--- config.mk ---
export PLATFORM = sky130hd
export DESIGN_NAME = mmioBusDecoder
export DESIGN_NICKNAME = d
export VERILOG_FILES = /design/src/common/mmioPkg.sv /design/src/rtl/mmioBusDecoder.sv
export SDC_FILE = /design/constraint.sdc
export NUM_CORES = 1
export LEC_CHECK = 0
export BUFFER_PORTS_ARGS = -buffer_cell sky130_fd_sc_hd__buf_2
export CORE_MARGIN = 5
export CORE_UTILIZATION = 19
export CTS_CLUSTER_SIZE = 12
export DETAILED_ROUTE_END_ITERATION = 8
export PLACE_DENSITY = 0.71
export SYNTH_ARGS = -nofsm -noshare
export SYNTH_HDL_FRONTEND = slang
export SYNTH_SLANG_ARGS = --single-unit
--- constraint.sdc ---
create_clock -name shlClk -period 0.8 [get_ports shlClk]
set_clock_uncertainty 0.05 [all_clocks]
set_input_delay 0.04 -clock shlClk [delete_from_list [all_inputs] [get_ports shlClk]]
set_output_delay 0.04 -clock shlClk [all_outputs]
set_load 0.02 [all_outputs]
--- src/common/mmioPkg.sv ---
// ==========================================================
// MMIO client shared definitions
// ==========================================================
`default_nettype none

package mmioPkg;

  // Host bus geometry
  localparam int mmioDataWidth   = 8;
  localparam int mmioAddrWidth   = 8;
  localparam int mmioOffsetWidth = 7;  // One 128-byte half

  typedef logic [mmioDataWidth-1:0]   mmioData;
  typedef logic [mmioOffsetWidth-1:0] mmioOffset;

  // Decoded bus operation, one per sampled strobe
  typedef enum logic [2:0] {
    accIdle,
    accRegRead,
    accRegWrite,
    accPageRead,
    accPageWrite
  } mmioAccess;

  // Per-byte behaviour in the register half
  typedef enum logic [1:0] {
    rcNone,  // Reads 00
    rcRw,    // Stored, writable
    rcRo     // Status overlay
  } regClass;

  // ==========================================================
  // Register map
  // ==========================================================
  localparam mmioOffset cfgVpdId     = 7'h00;
  localparam mmioOffset cfgVpdVer    = 7'h01;
  localparam mmioOffset cfgVpdRev    = 7'h02;
  localparam mmioOffset phyStat      = 7'h10;  // Sync'd readiness and lock bits
  localparam mmioOffset phyCtrl      = 7'h11;
  localparam mmioOffset ly2Ctrl      = 7'h20;
  localparam mmioOffset ly2Mac0      = 7'h22;  // MAC MSB
  localparam mmioOffset ly2Mac1      = 7'h23;
  localparam mmioOffset ly2Mac2      = 7'h24;
  localparam mmioOffset ly2Mac3      = 7'h25;
  localparam mmioOffset ly2Mac4      = 7'h26;
  localparam mmioOffset ly2Mac5      = 7'h27;  // MAC LSB
  localparam mmioOffset ly3Ctrl0     = 7'h30;
  localparam mmioOffset ly3Ip0       = 7'h34;  // IP MSB
  localparam mmioOffset ly3Ip1       = 7'h35;
  localparam mmioOffset ly3Ip2       = 7'h36;
  localparam mmioOffset ly3Ip3       = 7'h37;  // IP LSB
  localparam mmioOffset diagScratch0 = 7'h70;
  localparam mmioOffset diagScratch1 = 7'h71;
  localparam mmioOffset diagScratch2 = 7'h72;
  localparam mmioOffset diagScratch3 = 7'h73;
  localparam mmioOffset diagLoopCtrl = 7'h74;
  localparam mmioOffset diagPageSel  = 7'h7F;  // Page shown in upper half

  // Byte class lookup
  function automatic regClass regClassOf(input mmioOffset off);
    regClass cls;
    case (off)
      cfgVpdId, cfgVpdVer, cfgVpdRev, phyCtrl, ly2Ctrl, ly3Ctrl0,
      ly2Mac0, ly2Mac1, ly2Mac2, ly2Mac3, ly2Mac4, ly2Mac5,
      ly3Ip0, ly3Ip1, ly3Ip2, ly3Ip3,
      diagScratch0, diagScratch1, diagScratch2, diagScratch3,
      diagLoopCtrl, diagPageSel: cls = rcRw;
      phyStat:                   cls = rcRo;
      default:                   cls = rcNone;  // Holes in the map
    endcase
    return cls;
  endfunction

  // Reset value of a byte, ID depends on privilege
  function automatic mmioData regDefault(input mmioOffset off, input bit priv);
    mmioData val;
    case (off)
      cfgVpdId:     val = priv ? 8'h3D : 8'h3C;
      cfgVpdVer:    val = 8'h01;
      phyCtrl:      val = 8'h01;  // Equalizer mode on
      diagScratch0: val = 8'hDE;
      diagScratch1: val = 8'hAD;
      diagScratch2: val = 8'hBE;
      diagScratch3: val = 8'hEF;
      default:      val = 8'h00;
    endcase
    return val;
  endfunction

endpackage : mmioPkg

`default_nettype wire

--- src/rtl/mmioBusDecoder.sv ---
// ==========================================================
// Host bus decoder
// ==========================================================
`timescale 1ns/10ps
`default_nettype none

module mmioBusDecoder (
  input  logic                              shlClk,
  input  logic                              rst,
  input  logic                              csN,
  input  logic                              weN,
  input  logic [mmioPkg::mmioAddrWidth-1:0] addr,
  input  mmioPkg::mmioData                  wrData,
  output mmioPkg::mmioAccess                access,
  output mmioPkg::mmioOffset                offset,
  input  mmioPkg::mmioData                  regRdData,
  input  mmioPkg::mmioData                  pageRdData,
  output mmioPkg::mmioData                  rdData,
  output logic                              rdValid
);

  import mmioPkg::*;

  logic    upperHalf;   // Address bit 7, page window
  logic    rdFromPage;  // Source of the read in flight

  assign upperHalf = addr[mmioAddrWidth-1];
  assign offset    = addr[mmioOffsetWidth-1:0];

  // ==========================================================
  // Strobe classification
  // ==========================================================
  always_comb
  begin
    access = accIdle;
    if (!csN)
    begin
      if (upperHalf)
        access = weN ? accPageRead : accPageWrite;
      else
        access = weN ? accRegRead : accRegWrite;
    end
  end

  // One registered stage on the read return
  always_ff @(posedge shlClk)
  begin
    if (rst)
    begin
      rdValid    <= 1'b0;
      rdFromPage <= 1'b0;
    end
    else
    begin
      rdValid    <= (access == accRegRead) || (access == accPageRead);
      rdFromPage <= (access == accPageRead);
    end
  end

  // Both sources already registered by their own blocks
  assign rdData = rdFromPage ? pageRdData : regRdData;

endmodule : mmioBusDecoder

`default_nettype wire

==> reports/qor.yml <==
clock_network:
  numCtsBuffers: 3
  cts_root_buf: "clkbuf_4"
  clock-sinks: 2
  cts_buffer_depth: 2
  cts.htree.levels: 1
  cts.reportedPaths.clkPinSlew_ns: 0.03
  cts_tree: "yes"
sta:
  relSlewSlack: 0.860
  holdWs_ns: -0.0624
  final-hold-violation-count: 1
  max_freq_mhz: 848
  setup_viol: 8
  rsz0062_at_grt: "yes"
  fin_crit_sh: 1.47
  fin_crit_ns: 1.18
  worst_pin_slew_ns: 0.210
  postLayoutSetupSlackWorst_ns: -0.379
  maxSlewViolCount: 0
  fin_setup_tns_ns: -3.01
worst_setup_path:
  worstSetupPathType: "reg -> out"
  critPathMaxFanout: 8
  end_kind: "primary output"
  crit_required_ns: 0.71
  cp-start-kind: "flop"
  cp_data_arrival_time_ns: 1.09
global_route:
  grt_start_max_net_pins: 9
  grtUsageTotal: 0.0786
  grt_pass1_vias: 297
  overflow: 0
  grt_pass1_wl_um: 1150
  antenna_found_initial: 0
layout:
  drive_gt1_frac: 0.944
  n_antenna_cell: 0
  fin_cells: 69
  fillers: 130
  regArea_um2: 43.8
  multi_input_area_um2: 188
  areaGrowthSynthToFinish_pct: 112
  fin_nets: 93
route:
  routedWlPerCell_um: 11.4
  dr.first_iter.drc_count: 0
  drtAntennaViolNets: 0
  first_pass_iters: 1
  vias: 280
  drt_wl_total_um: 790
  vias_per_cell: 4.06
  drcViolationCount: 0
die:
  die_w_um: 46.0
  start_util: 0.194
  dieArea_um2: 2120
  rows: 13
  ioPinCount: 55
  fp.coreArea_um2: 1270
  die_h_um: 46.0
synthesis:
  synth_top_area_cell: "mux2_2"
  yosysMostFrequentCell: "mux2_2"
  ys_seq_area_frac: 0.162
  synth_top_family_by_area: "multiplexers"
  synth-compound-area-share: 0
  synthCells: 25
  ys_warn_count: 0
  synth.avg_cell_area_um2: 9.86
  synth_adder_area_share: 0.0508
  synthFlopType: "dfxtp_1"
  synth_edf_count: 0
  synth_xor_area_frac: 0
  ys_ff_latch: 2
  netlist.area_leader.share: 0.365
  async_flop_share: 0
  synth_area_um2: 246
  synth.top_cells.by_count: "mux2_2, buf_4, and2b_2, dfxtp_1"
  ys_top_cells_by_area: "mux2_2, buf_4, dfxtp_1"
  synth_mux_area_frac: 0.365
  syn_nets: 62
  synthSimpleGateAreaFrac: 0.173
  ys_types: 10
run_status:
  outcome: "finished with violations"
  violations: "negative hold slack, negative setup slack"
place:
  routabilityCongestion: 0.667
  dp_hpwl_um: 680
  port_buffers: 32
  dp_cells: 65
power:
  total_power_uw: 595
  ir_drop_uv: 606
  power_density_nw_per_um2: 1140
  power_leakage_nw: 0.279
run:
  maxCapViolations: 0
worst_hold_path:
  min_path_cells: 2
  min_to: "rdValid$_SDFF_PP0_"
  worstHoldPathType: "in -> reg"
  min_from: "rst"
[cell families (layout without fill, tap and decap cells)]
group / count (synthesis) / count (layout)
simple gates: 5 / 5
buf+inv: 9 / 38
fa+ha+maj: 1 / 1
mux: 8 / 8
flops: 2 / 2
[stage by stage]
step / cell area, um^2 / util / worst slack, ns
2_1_floorplan: 284 / - / -0.0640
3_3_place_gp: 407 / 0.321 / -0.213
3_5_place_dp: 407 / 0.321 / -0.235
4_1_cts: 514 / 0.405 / -0.396
5_1_grt: 523 / 0.412 / -0.416
6_report: 523 / 0.412 / -0.379
[report_power, final]
part           switching, mW  leakage (nW)  total, mW  internal, mW
combinational          0.102         0.248      0.262         0.160
sequential           0.00555        0.0171      0.107         0.102
clock                 0.0599        0.0138      0.226         0.166
[worst max-delay path by stage]
| stage | endpoint | from | slack (ns) |
|---|---|---|---|
| 6_report | rdData[1] | rdFromPage$_SDFF_PP0_ | -0.38 |
| 5_1_grt | rdData[1] | rdFromPage$_SDFF_PP0_ | -0.42 |
| 4_1_cts | rdData[6] | rdFromPage$_SDFF_PP0_ | -0.40 |
| 3_5_place_dp | rdData[6] | rdFromPage$_SDFF_PP0_ | -0.24 |
| 3_3_place_gp | rdData[2] | rdFromPage$_SDFF_PP0_ | -0.21 |
| 2_1_floorplan | rdData[0] | rdFromPage$_SDFF_PP0_ | -0.06 |
[state kept, by name, summed over array words and instances (netlist names)]
signal      flops
rdFromPage      1
rdValid         1
[critical path: stages, from the launching register on]
cell     delay (ns)
dfxtp_4        0.41
mux2_4         0.32
buf_6          0.13
[layout make-up]
class,count,share of cell area
repair buffers,34,0.467
flip-flops and latches,2,0.0837
well taps,15,0.0359
clock buffers,3,0.0431
multi-input cells,14,0.359
inverters,1,0.0120
[timing repair]
action,CTS,global route
setup buffers,1,0
endpoints found under the setup margin,10,9
resized for setup,22,2
endpoints found under the hold margin,1,1
pin swaps,1,0
[cell usage in the layout, fill, tap and decap left out, types with 2 or more instances in the layout]
master,count
clkbuf_4,3
buf_4,2
and2b_2,2
buf_6,11
mux2_4,8
buf_2,21
[layer usage]
metal	part of all wire	wire length, um	GRT usage	up-vias
met5	0	0	0	-
met4	0.0038	3	0.0170	0
met3	0.17	134	0.0791	2
met2	0.51	406	0.129	24
met1	0.31	245	0.0671	119
li1	-	-	-	135
No activity file was read; power rests on OpenSTA's default activity.
