==> src/rtl/mmioStatusSync.sv <==
// ==========================================================
// Status input synchronizer
// ==========================================================
`timescale 1ns/10ps
`default_nettype none

module mmioStatusSync #(
  parameter int width = 4
) (
  input  logic             shlClk,
  input  logic             rst,
  input  logic [width-1:0] async,  // From other clock domains
  output logic [width-1:0] sync
);

  logic [width-1:0] meta;  // First stage, may go metastable

  // ==========================================================
  // Two flops per bit
  // ==========================================================
  always_ff @(posedge shlClk)
  begin
    if (rst)
    begin
      meta <= '0;
      sync <= '0;
    end
    else
    begin
      meta <= async;
      sync <= meta;  // Settled copy
    end
  end

endmodule : mmioStatusSync

`default_nettype wire

==> config.mk <==
export PLATFORM = sky130hd
export DESIGN_NAME = mmioStatusSync
export DESIGN_NICKNAME = d
export VERILOG_FILES = /design/src/rtl/mmioStatusSync.sv
export SDC_FILE = /design/constraint.sdc
export NUM_CORES = 1
export LEC_CHECK = 0
export BUFFER_PORTS_ARGS = -buffer_cell sky130_fd_sc_hd__buf_2
export CAP_MARGIN = 20
export CORE_AREA = 2 2 39 41
export CTS_BUF_LIST = sky130_fd_sc_hd__clkbuf_16
export DETAILED_ROUTE_END_ITERATION = 12
export DIE_AREA = 0 0 41 43
export GPL_TIMING_DRIVEN = 0
export PLACE_DENSITY_LB_ADDON = 0.05
export SYNTH_ARGS = -nofsm -noshare
export SYNTH_HDL_FRONTEND = slang
export SYNTH_SLANG_ARGS = --single-unit
==> constraint.sdc <==
create_clock -name shlClk -period 1.9 [get_ports shlClk]
set_clock_uncertainty 0.2 [all_clocks]
set_input_delay 0.38 -clock shlClk [delete_from_list [all_inputs] [get_ports shlClk]]
set_output_delay 0.38 -clock shlClk [all_outputs]
set_load 0.05 [all_outputs]
==> impl_metrics.csv, run 1 <==
group,metric,value,unit
worst_hold_path,hp-class,"in2reg",
power,peakVddDrop,0.000388,V
cts,cts_tree,"done",
sta,slew_violations,0,
drt,wl_per_cell,6.73,um
cts,root_buffer,"clkbuf_16",
placement,routabilityCongestion,0.565,
yosys,syn-cell-area,210,um^2
floorplan,core_area,1380,um^2
sta,rsz0062_at_grt,"no",
setup_path,cpPeakStageDelay,0.29,ns
setup_path,path_class,"reg2out",
cells_and_area,layout.nets,36,
power,power.switching,0.0884,mW
drt,detail-route-antenna-nets,0,
drt,drt-total-wl,296,um
setup_path,crit_family,"flip-flops",
yosys,syn_inst,16,
yosys,synthDistinctLibCells,2,
flow_run,cap_violations,0,
global_routing,grt_pass1_vias,117,
floorplan,start_util,15.2,%
setup_path,cp_cell_sequence,"buf_2",
floorplan,die_width,41,um
setup_path,cp_max_fo,1,
sta,fin_crit,1.35,ns
global_routing,grt_usage,4.93,%
cells_and_area,mostFrequentLayoutCell,"buf_2",
power,powerDensity,1560,nW/um^2
yosys,netlist.area_leader.share,76.2,%
cells_and_area,layout_common_cells,"9 x buf_2, 8 x nor2b_1, 8 x dfxtp_1",
drt,drcViolationCount,0,
setup_path,slowest_stage,"dfxtp_1",
yosys,avgSynthCellArea,13.1,um^2
cells_and_area,syn_to_final_growth,66.7,%
floorplan,ios,10,
sta,worstMarginPinSlew,0.249,ns
power,power.leakage,0.161,nW
setup_path,crit_required,1.32,ns
sta,setup_tns,0,ns
outcome,status,"finished clean",
sta,min_period_over_period,71.1,%
cts,ctsHtreeMaxLevel,1,
cts,cts_resized,0,
setup_path,worstSetupStartpointType,"flop",
drt,dr_total_vias,125,
power,combPwrFrac,4.9,%
sta,whs,0.160,ns
cts,cts.sink_count,8,
floorplan,rows,14,
power,p_int,0.457,mW
power,swShare,16.2,%
yosys,yosysWarningCount,0,
cts,cts_setup_buffers,0,
power,clkPwrFrac,62.4,%
cells_and_area,drive_above_1_share,42.9,%
yosys,seq_area_frac_synth,76.2,%
cts,postCtsHoldBufs,0,
cts,clkTransAtPathRegs,0.03,ns
cts,clk_latency,0.23,ns
global_routing,grt_pass1_wl,414,um
cts,clk_path_buf_depth,2,
drt,initialDrtViolationCount,0,
global_routing,grt_remaining_overflow,0,
yosys,synth_area_leaders,"dfxtp_1 76%, nor2b_1 24%",
yosys,yosys.area.top_type,"dfxtp_1",
sta,finalHoldViolCount,0,
global_routing,grt_max_degree,9,
global_routing,antenna_found_initial,0,
sta,max_freq,740,MHz
setup_path,cp.buffers_inverters,1,
sta,relSlewSlack,83.5,%
drt,vias_per_cell,2.84,
yosys,synth_nets,22,
power,power_frac_seq,32.7,%
floorplan,dieArea,1760,um^2
cells_and_area,antenna_cells,0,
drt,firstDrtPassIters,1,
sta,setup_viol_count_final,0,
yosys,ys_ff_latch,8,
cts,cts_buffers,3,
setup_path,endpoint_kind,"primary output",
setup_path,crit_arrival,0.77,ns
placement,portBuffers,9,
floorplan,die_h,43,um
-- sequential cells by signal, summed over array words and instances, names as in the netlist --
name	flops
sync	4
meta	4
-- cell families after synthesis --
| family | Yosys count | synth area share (%) |
|---|---|---|
| simple gates | 8 | 23.8 |
| flops | 8 | 76.2 |
-- final timing paths --
path / to / startpoint / slack, ns / cells past startpoint
max: sync[1] / sync[1]$_SDFF_PP0_ / 0.55 / 1
min: meta[2]$_SDFF_PP0_ / async[2] / 0.16 / 2
max reg2reg: sync[1]$_SDFF_PP0_ / meta[1]$_SDFF_PP0_ / 1.20 / 1
min reg2reg: sync[2]$_SDFF_PP0_ / meta[2]$_SDFF_PP0_ / 0.23 / 1
-- cells in the mapped netlist (all sizes together) --
| master | instances |
|---|---|
| nor2b | 8 |
| dfxtp | 8 |
-- area by class of cell --
| cell class | count | area (um^2) |
|---|---|---|
| Tap cell | 16 | 20.0 |
| Multi-Input combinational cell | 8 | 50.0 |
| Fill cell | 148 | 1030 |
| Clock buffer | 3 | 75.1 |
| Sequential cell | 8 | 160 |
| Timing Repair Buffer | 9 | 45.0 |
-- stage by stage --
step                      area, um^2  power [mW]  util, %  setup WS, ns  cells
after detailed placement         275       0.208     19.9         0.782     41
final                            350       0.545     25.3         0.548     44
after CTS                        350       0.555     25.3         0.540     44
after floorplan                  210       0.198        -         0.733     16
after global routing             350       0.566     25.3         0.520     44
after global placement           275       0.208     19.9         0.790     41
-- power groups by stage --
stage	Clock, mW	Combinational [mW]	Sequential [mW]
after detailed placement	0	0.0274	0.181
final	0.340	0.0270	0.178
after CTS	0.349	0.0274	0.178
after floorplan	0	0.00509	0.193
after global routing	0.359	0.0292	0.179
after global placement	0	0.0271	0.180
-- metal layers --
layer,up-vias,GRT usage (%),share of wire [%]
li1,72,-,-
met1,41,3.57,39
met2,10,4.38,40
met3,2,3.14,14
met4,0,12.0,6.4
met5,-,0,0
Note: power is estimated with default switching activity, not from simulation.
==> inputs of run 2 (changes only) <==
--- a/config.mk
+++ b/config.mk
@@ -5,6 +5,7 @@
 export SDC_FILE = /design/constraint.sdc
 export NUM_CORES = 1
 export LEC_CHECK = 0
+export ABC_AREA = 1
 export BUFFER_PORTS_ARGS = -buffer_cell sky130_fd_sc_hd__buf_2
 export CAP_MARGIN = 20
 export CORE_AREA = 2 2 39 41
==> constraint.sdc (replaced) <==
create_clock -name shlClk -period 1.2 [get_ports shlClk]
set_clock_uncertainty 0.2 [all_clocks]
set_input_delay 0.24 -clock shlClk [delete_from_list [all_inputs] [get_ports shlClk]]
set_output_delay 0.24 -clock shlClk [all_outputs]
set_load 0.05 [all_outputs]
==> run 2 against run 1 <==
- clock power grew 59%
- setup slack lost 0.50 ns
- critical endpoint unchanged
- die area is the same
==> impl_metrics.csv, run 2 <==
group,metric,value,unit
outcome,status,"finished clean",
power,power.leakage,0.195,nW
global_routing,grt_max_degree,9,
power,clkPwrFrac,62.0,%
drt,drcViolationCount,0,
sta,setup_tns,0,ns
sta,rsz0062_at_grt,"no",
cells_and_area,multiInputGateArea,30.0,um^2
floorplan,die_width,41,um
global_routing,grt-busiest-layer,"met4",
yosys,synthAdderAreaFrac,0,%
drt,wl_per_cell,5.96,um
cells_and_area,syn_to_final_growth,62.7,%
cells_and_area,layout.nets,44,
floorplan,dieArea,1760,um^2
drt,drt-total-wl,310,um
yosys,synth_nets,31,
setup_path,endpoint_kind,"primary output",
drt,vias_per_cell,3.00,
power,powerDensity,2320,nW/um^2
yosys,avgSynthCellArea,9.26,um^2
drt,firstDrtPassIters,2,
setup_path,slowest_stage,"dfxtp_1",
yosys,yosysWarningCount,0,
cts,clk_path_buf_depth,2,
cells_and_area,layout_common_cells,"8 x inv_1, 8 x nor2_1, 8 x dfxtp_1",
cts,cts_buffers,3,
floorplan,start_util,16.7,%
setup_path,crit_arrival,0.71,ns
drt,dr_total_vias,156,
sta,slew_violations,0,
sta,min_period_over_period,95.9,%
yosys,synthDistinctLibCells,4,
global_routing,antenna_found_initial,0,
sta,worstMarginPinSlew,0.146,ns
cts,ctsHtreeMaxLevel,1,
cts,clk_latency,0.23,ns
global_routing,grt_pass1_wl,510,um
yosys,yosys.area.top_type,"dfxtp_1",
setup_path,crit_family,"flip-flops",
yosys,synth-async-reset-ratio,0,%
cts,clkTransAtPathRegs,0.03,ns
floorplan,die_h,43,um
setup_path,path_class,"reg2out",
yosys,netlist.area_leader.share,69.2,%
setup_path,cp.buffers_inverters,1,
cells_and_area,seq_area,160,um^2
yosys,yosys.area_share.simple,13.0,%
global_routing,grt_pass1_vias,141,
yosys,synth-compound-area-share,0,%
power,combPwrFrac,5.7,%
power,swShare,16.9,%
power,power.switching,0.148,mW
worst_hold_path,hp-class,"in2reg",
yosys,dominantRegCellSynth,"dfxtp_1",
yosys,synthMuxAreaShare,0,%
cts,cts_tree,"done",
sta,max_freq,869,MHz
sta,relSlewSlack,90.3,%
yosys,synth_top_family_by_area,"buffers and inverters",
yosys,syn_inst,25,
sta,fin_crit,1.15,ns
placement,place_area,292,um^2
cells_and_area,nFillCells,160,
sta,finalHoldViolCount,0,
yosys,seq_area_frac_synth,69.2,%
cells_and_area,drive_above_1_share,33.3,%
setup_path,cp_max_fo,1,
setup_path,cp_cell_sequence,"buf_4",
global_routing,grt_usage,5.33,%
global_routing,use_met1,4.52,%
setup_path,cpPeakStageDelay,0.30,ns
floorplan,rows,14,
cells_and_area,final_area,377,um^2
sta,setup_viol_count_final,0,
power,peakVddDrop,0.000543,V
cells_and_area,reg_top3,"meta: 4 flops, sync: 4 flops",
cts,cts.sink_count,8,
floorplan,core_area,1380,um^2
floorplan,ios,10,
cells_and_area,antenna_cells,0,
flow_run,cap_violations,0,
placement,routabilityCongestion,0.529,
cts,cts_setup_buffers,0,
setup_path,worstSetupStartpointType,"flop",
yosys,synth-edff-count,0,
yosys,ys_ff_latch,8,
placement,portBuffers,8,
cts,root_buffer,"clkbuf_16",
power,p_int,0.727,mW
yosys,synth_xor_xnor_area_share,0,%
global_routing,use_met2,5.63,%
yosys,synth_common_cells,"8 x dfxtp_1, 8 x inv_1, 8 x nor2_1",
yosys,syn-cell-area,231,um^2
drt,initialDrtViolationCount,1,
global_routing,grt_remaining_overflow,0,
setup_path,crit_required,0.76,ns
power,power_frac_seq,32.3,%
global_routing,grt.met3_usage,3.14,%
drt,detail-route-antenna-nets,0,
yosys,synth_area_leaders,"dfxtp_1 69%, inv_1 13%, nor2_1 13%",
## run 2: cell families (layout without fill, tap and decap cells)
family,Yosys count,count (layout)
buf+inv,9,20
flops,8,8
simple gates,8,8
## run 2: path summary, 6_finish.rpt
check | startpoint | to | slack, ns | cells past startpoint
setup / recovery | sync[1]$_SDFF_PP0_ | sync[1] | 0.05 | 1
setup reg to reg | meta[3]$_SDFF_PP0_ | sync[3]$_SDFF_PP0_ | 0.54 | 2
hold reg to reg | meta[2]$_SDFF_PP0_ | sync[2]$_SDFF_PP0_ | 0.20 | 2
hold / removal | rst | sync[3]$_SDFF_PP0_ | 0.0004 | 2
## run 2: power groups by stage
stage          Clock (mW)  Combinational [mW]  Sequential (mW)
6_report            0.542              0.0497            0.283
5_1_grt             0.576              0.0551            0.284
4_1_cts             0.557              0.0506            0.283
3_5_place_dp            0              0.0476            0.287
3_3_place_gp            0              0.0470            0.286
2_1_floorplan           0              0.0149            0.306
## run 2: metrics by stage
stage               setup slack (ns)  cells  total power [mW]  hold WS, ns  utilization (%)
CTS                           0.0394     52             0.890      0.00142             27.2
global route                  0.0157     52             0.915      0.00401             27.2
finish                        0.0487     52             0.875     0.000394             27.2
detailed placement             0.225     49             0.334        0.196             21.1
global placement               0.229     49             0.333        0.192             21.1
floorplan                      0.173     25             0.321        0.147                -
## run 2: repair_timing
item,CTS,global route
gates resized for setup,4,0
endpoints found under the setup margin,4,0
endpoints found under the hold margin,0,0
hold buffers,0,0
## run 2: metal layers
| layer | wire (um) | vias up |
|---|---|---|
| met5 | 0 | - |
| met4 | 0 | 0 |
| met3 | 36 | 0 |
| met2 | 145 | 10 |
| met1 | 128 | 58 |
| li1 | - | 88 |
## run 2: area by class of cell
class | instances | share of cell area [%]
multi-input cells | 8 | 7.97
flip-flops and latches | 8 | 42.5
inverters | 8 | 7.97
clock buffers | 3 | 19.9
plain buffers | 1 | 2.99
repair buffers | 8 | 13.3
well taps | 16 | 5.32
==> inputs of run 3 (changes only) <==
==> constraint.sdc (replaced) <==
create_clock -name shlClk -period 1.5 [get_ports shlClk]
set_clock_uncertainty 0.2 [all_clocks]
set_input_delay 0.3 -clock shlClk [delete_from_list [all_inputs] [get_ports shlClk]]
set_output_delay 0.3 -clock shlClk [all_outputs]
set_load 0.05 [all_outputs]
==> run 3 against run 2 <==
- hold slack better by 0.060 ns
- die area unchanged
- register-to-register slack improved by 0.30 ns
- setup slack gained 0.18 ns
- sequential power is 20% lower
- via count stayed put
- utilization is 0.72 points lower
- sequential cell count is the same
- critical path depth did not move
- cell count stayed put
- global-route usage unchanged
==> impl_metrics.csv, run 3 (same netlist as run 2, synthesis figures left out) <==
group,metric,value,unit
outcome,status,"finished clean",
cts,cts_resized,0,
cts,root_buffer,"clkbuf_16",
sta,min_period_over_period,84.6,%
floorplan,die_width,41,um
sta,rsz0062_at_grt,"no",
sta,finalHoldViolCount,0,
global_routing,antenna_found_initial,0,
sta,fin_crit,1.27,ns
floorplan,die_h,43,um
drt,drcViolationCount,0,
worst_hold_path,min_path_cells,2,
cts,cts.sink_count,8,
setup_path,crit_arrival,0.77,ns
flow_run,cap_violations,0,
sta,max_freq,788,MHz
cells_and_area,layout_common_cells,"8 x inv_1, 8 x nor2_1, 8 x buf_2, 8 x dfxtp_1, 3 x clkbuf_16",
global_routing,grt_pass1_wl,510,um
floorplan,dieArea,1760,um^2
power,swShare,16.9,%
drt,firstDrtPassIters,2,
drt,detail-route-antenna-nets,0,
setup_path,slowest_stage,"dfxtp_1",
cts,clkTransAtPathRegs,0.03,ns
power,total_power,0.697,mW
setup_path,path_class,"reg2out",
floorplan,start_util,16.7,%
cells_and_area,drive_above_1_share,33.3,%
placement,routabilityCongestion,0.529,
cts,clk_path_buf_depth,2,
cells_and_area,reg_top3,"meta: 4 flops, sync: 4 flops",
setup_path,cp_max_fo,1,
sta,setup_tns,0,ns
cells_and_area,syn_to_final_growth,58.4,%
setup_path,reg2reg_slack,0.84,ns
setup_path,endpoint_kind,"primary output",
cells_and_area,layout.nets,44,
drt,vias_per_cell,3.00,
placement,portBuffers,8,
sta,whs,0.0604,ns
sta,slew_violations,0,
setup_path,r2r_cells,2,
setup_path,crit_required,1.00,ns
sta,relSlewSlack,83.5,%
sta,setup_viol_count_final,0,
drt,wl_per_cell,5.98,um
cts,cts_setup_buffers,0,
cts,cts_tree,"done",
drt,drt-total-wl,311,um
setup_path,cp_cell_sequence,"buf_2",
worst_hold_path,worstHoldStart,"rst",
setup_path,worstSetupStartpointType,"flop",
cts,cts_buffers,3,
global_routing,grt_remaining_overflow,0,
sta,worstMarginPinSlew,0.249,ns
power,combPwrFrac,5.4,%
cts,clk_latency,0.23,ns
power,power.leakage,0.194,nW
power,clkPwrFrac,62.2,%
drt,dr_total_vias,156,
placement,place_inst,49,
worst_hold_path,whs_endpoint,"sync[3]$_SDFF_PP0_",
power,power_frac_seq,32.4,%
power,peakVddDrop,0.000434,V
drt,initialDrtViolationCount,1,
global_routing,grt_pass1_vias,141,
power,power.switching,0.118,mW
floorplan,core_area,1380,um^2
setup_path,crit_family,"flip-flops",
cts,ctsHtreeMaxLevel,1,
setup_path,rr_startpoint,"meta[3]$_SDFF_PP0_",
power,powerDensity,1900,nW/um^2
setup_path,cp.buffers_inverters,1,
cts,postCtsHoldBufs,0,
floorplan,rows,14,
setup_path,cpPeakStageDelay,0.29,ns
power,p_int,0.579,mW
cells_and_area,antenna_cells,0,
worst_hold_path,hp-class,"in2reg",
setup_path,reg2reg_to,"sync[3]$_SDFF_PP0_",
global_routing,grt_max_degree,9,
global_routing,grt_usage,5.33,%
floorplan,ios,10,
cells_and_area,stdcell_count,52,
==> run 3: worst max-delay path by stage <==
stage	from	depth (start not counted)	endpoint
final	sync[1]$_SDFF_PP0_	1	sync[1]
after detailed placement	sync[1]$_SDFF_PP0_	1	sync[1]
after floorplan	sync[0]$_SDFF_PP0_	0	sync[0]
after global placement	sync[0]$_SDFF_PP0_	1	sync[0]
after CTS	sync[1]$_SDFF_PP0_	1	sync[1]
after global routing	sync[0]$_SDFF_PP0_	1	sync[0]
==> run 3: final cells by class <==
cell class / instances / area [um^2]
fill: 160 / 1020
sequential: 8 / 160
clock buffer: 3 / 75.1
timing repair buffer: 8 / 40.0
multi-input combinational: 8 / 30.0
inverter: 8 / 30.0
tap: 16 / 20.0
buffer: 1 / 11.3
==> run 3: per-layer routing <==
layer  routed length, um  global-route usage, %
met1                 128                   4.52
met2                 144                   5.63
met3                  38                   3.14
met4                   0                   10.0
met5                   0                      0
==> run 3: power by group through the flow <==
stage | Sequential (mW) | Clock [mW] | Combinational, mW
2_1_floorplan | 0.245 | 0 | 0.0119
3_3_place_gp | 0.229 | 0 | 0.0376
3_5_place_dp | 0.229 | 0 | 0.0380
4_1_cts | 0.226 | 0.445 | 0.0380
5_1_grt | 0.227 | 0.461 | 0.0416
6_report | 0.226 | 0.434 | 0.0373
==> run 3: through the flow <==
stage / cell area (um^2) / setup slack [ns] / utilization, %
after detailed placement: 292 / 0.465 / 21.1
final: 367 / 0.231 / 26.5
after CTS: 367 / 0.221 / 26.5
after global routing: 367 / 0.192 / 26.5
after global placement: 292 / 0.469 / 21.1
after floorplan: 231 / 0.413 / -
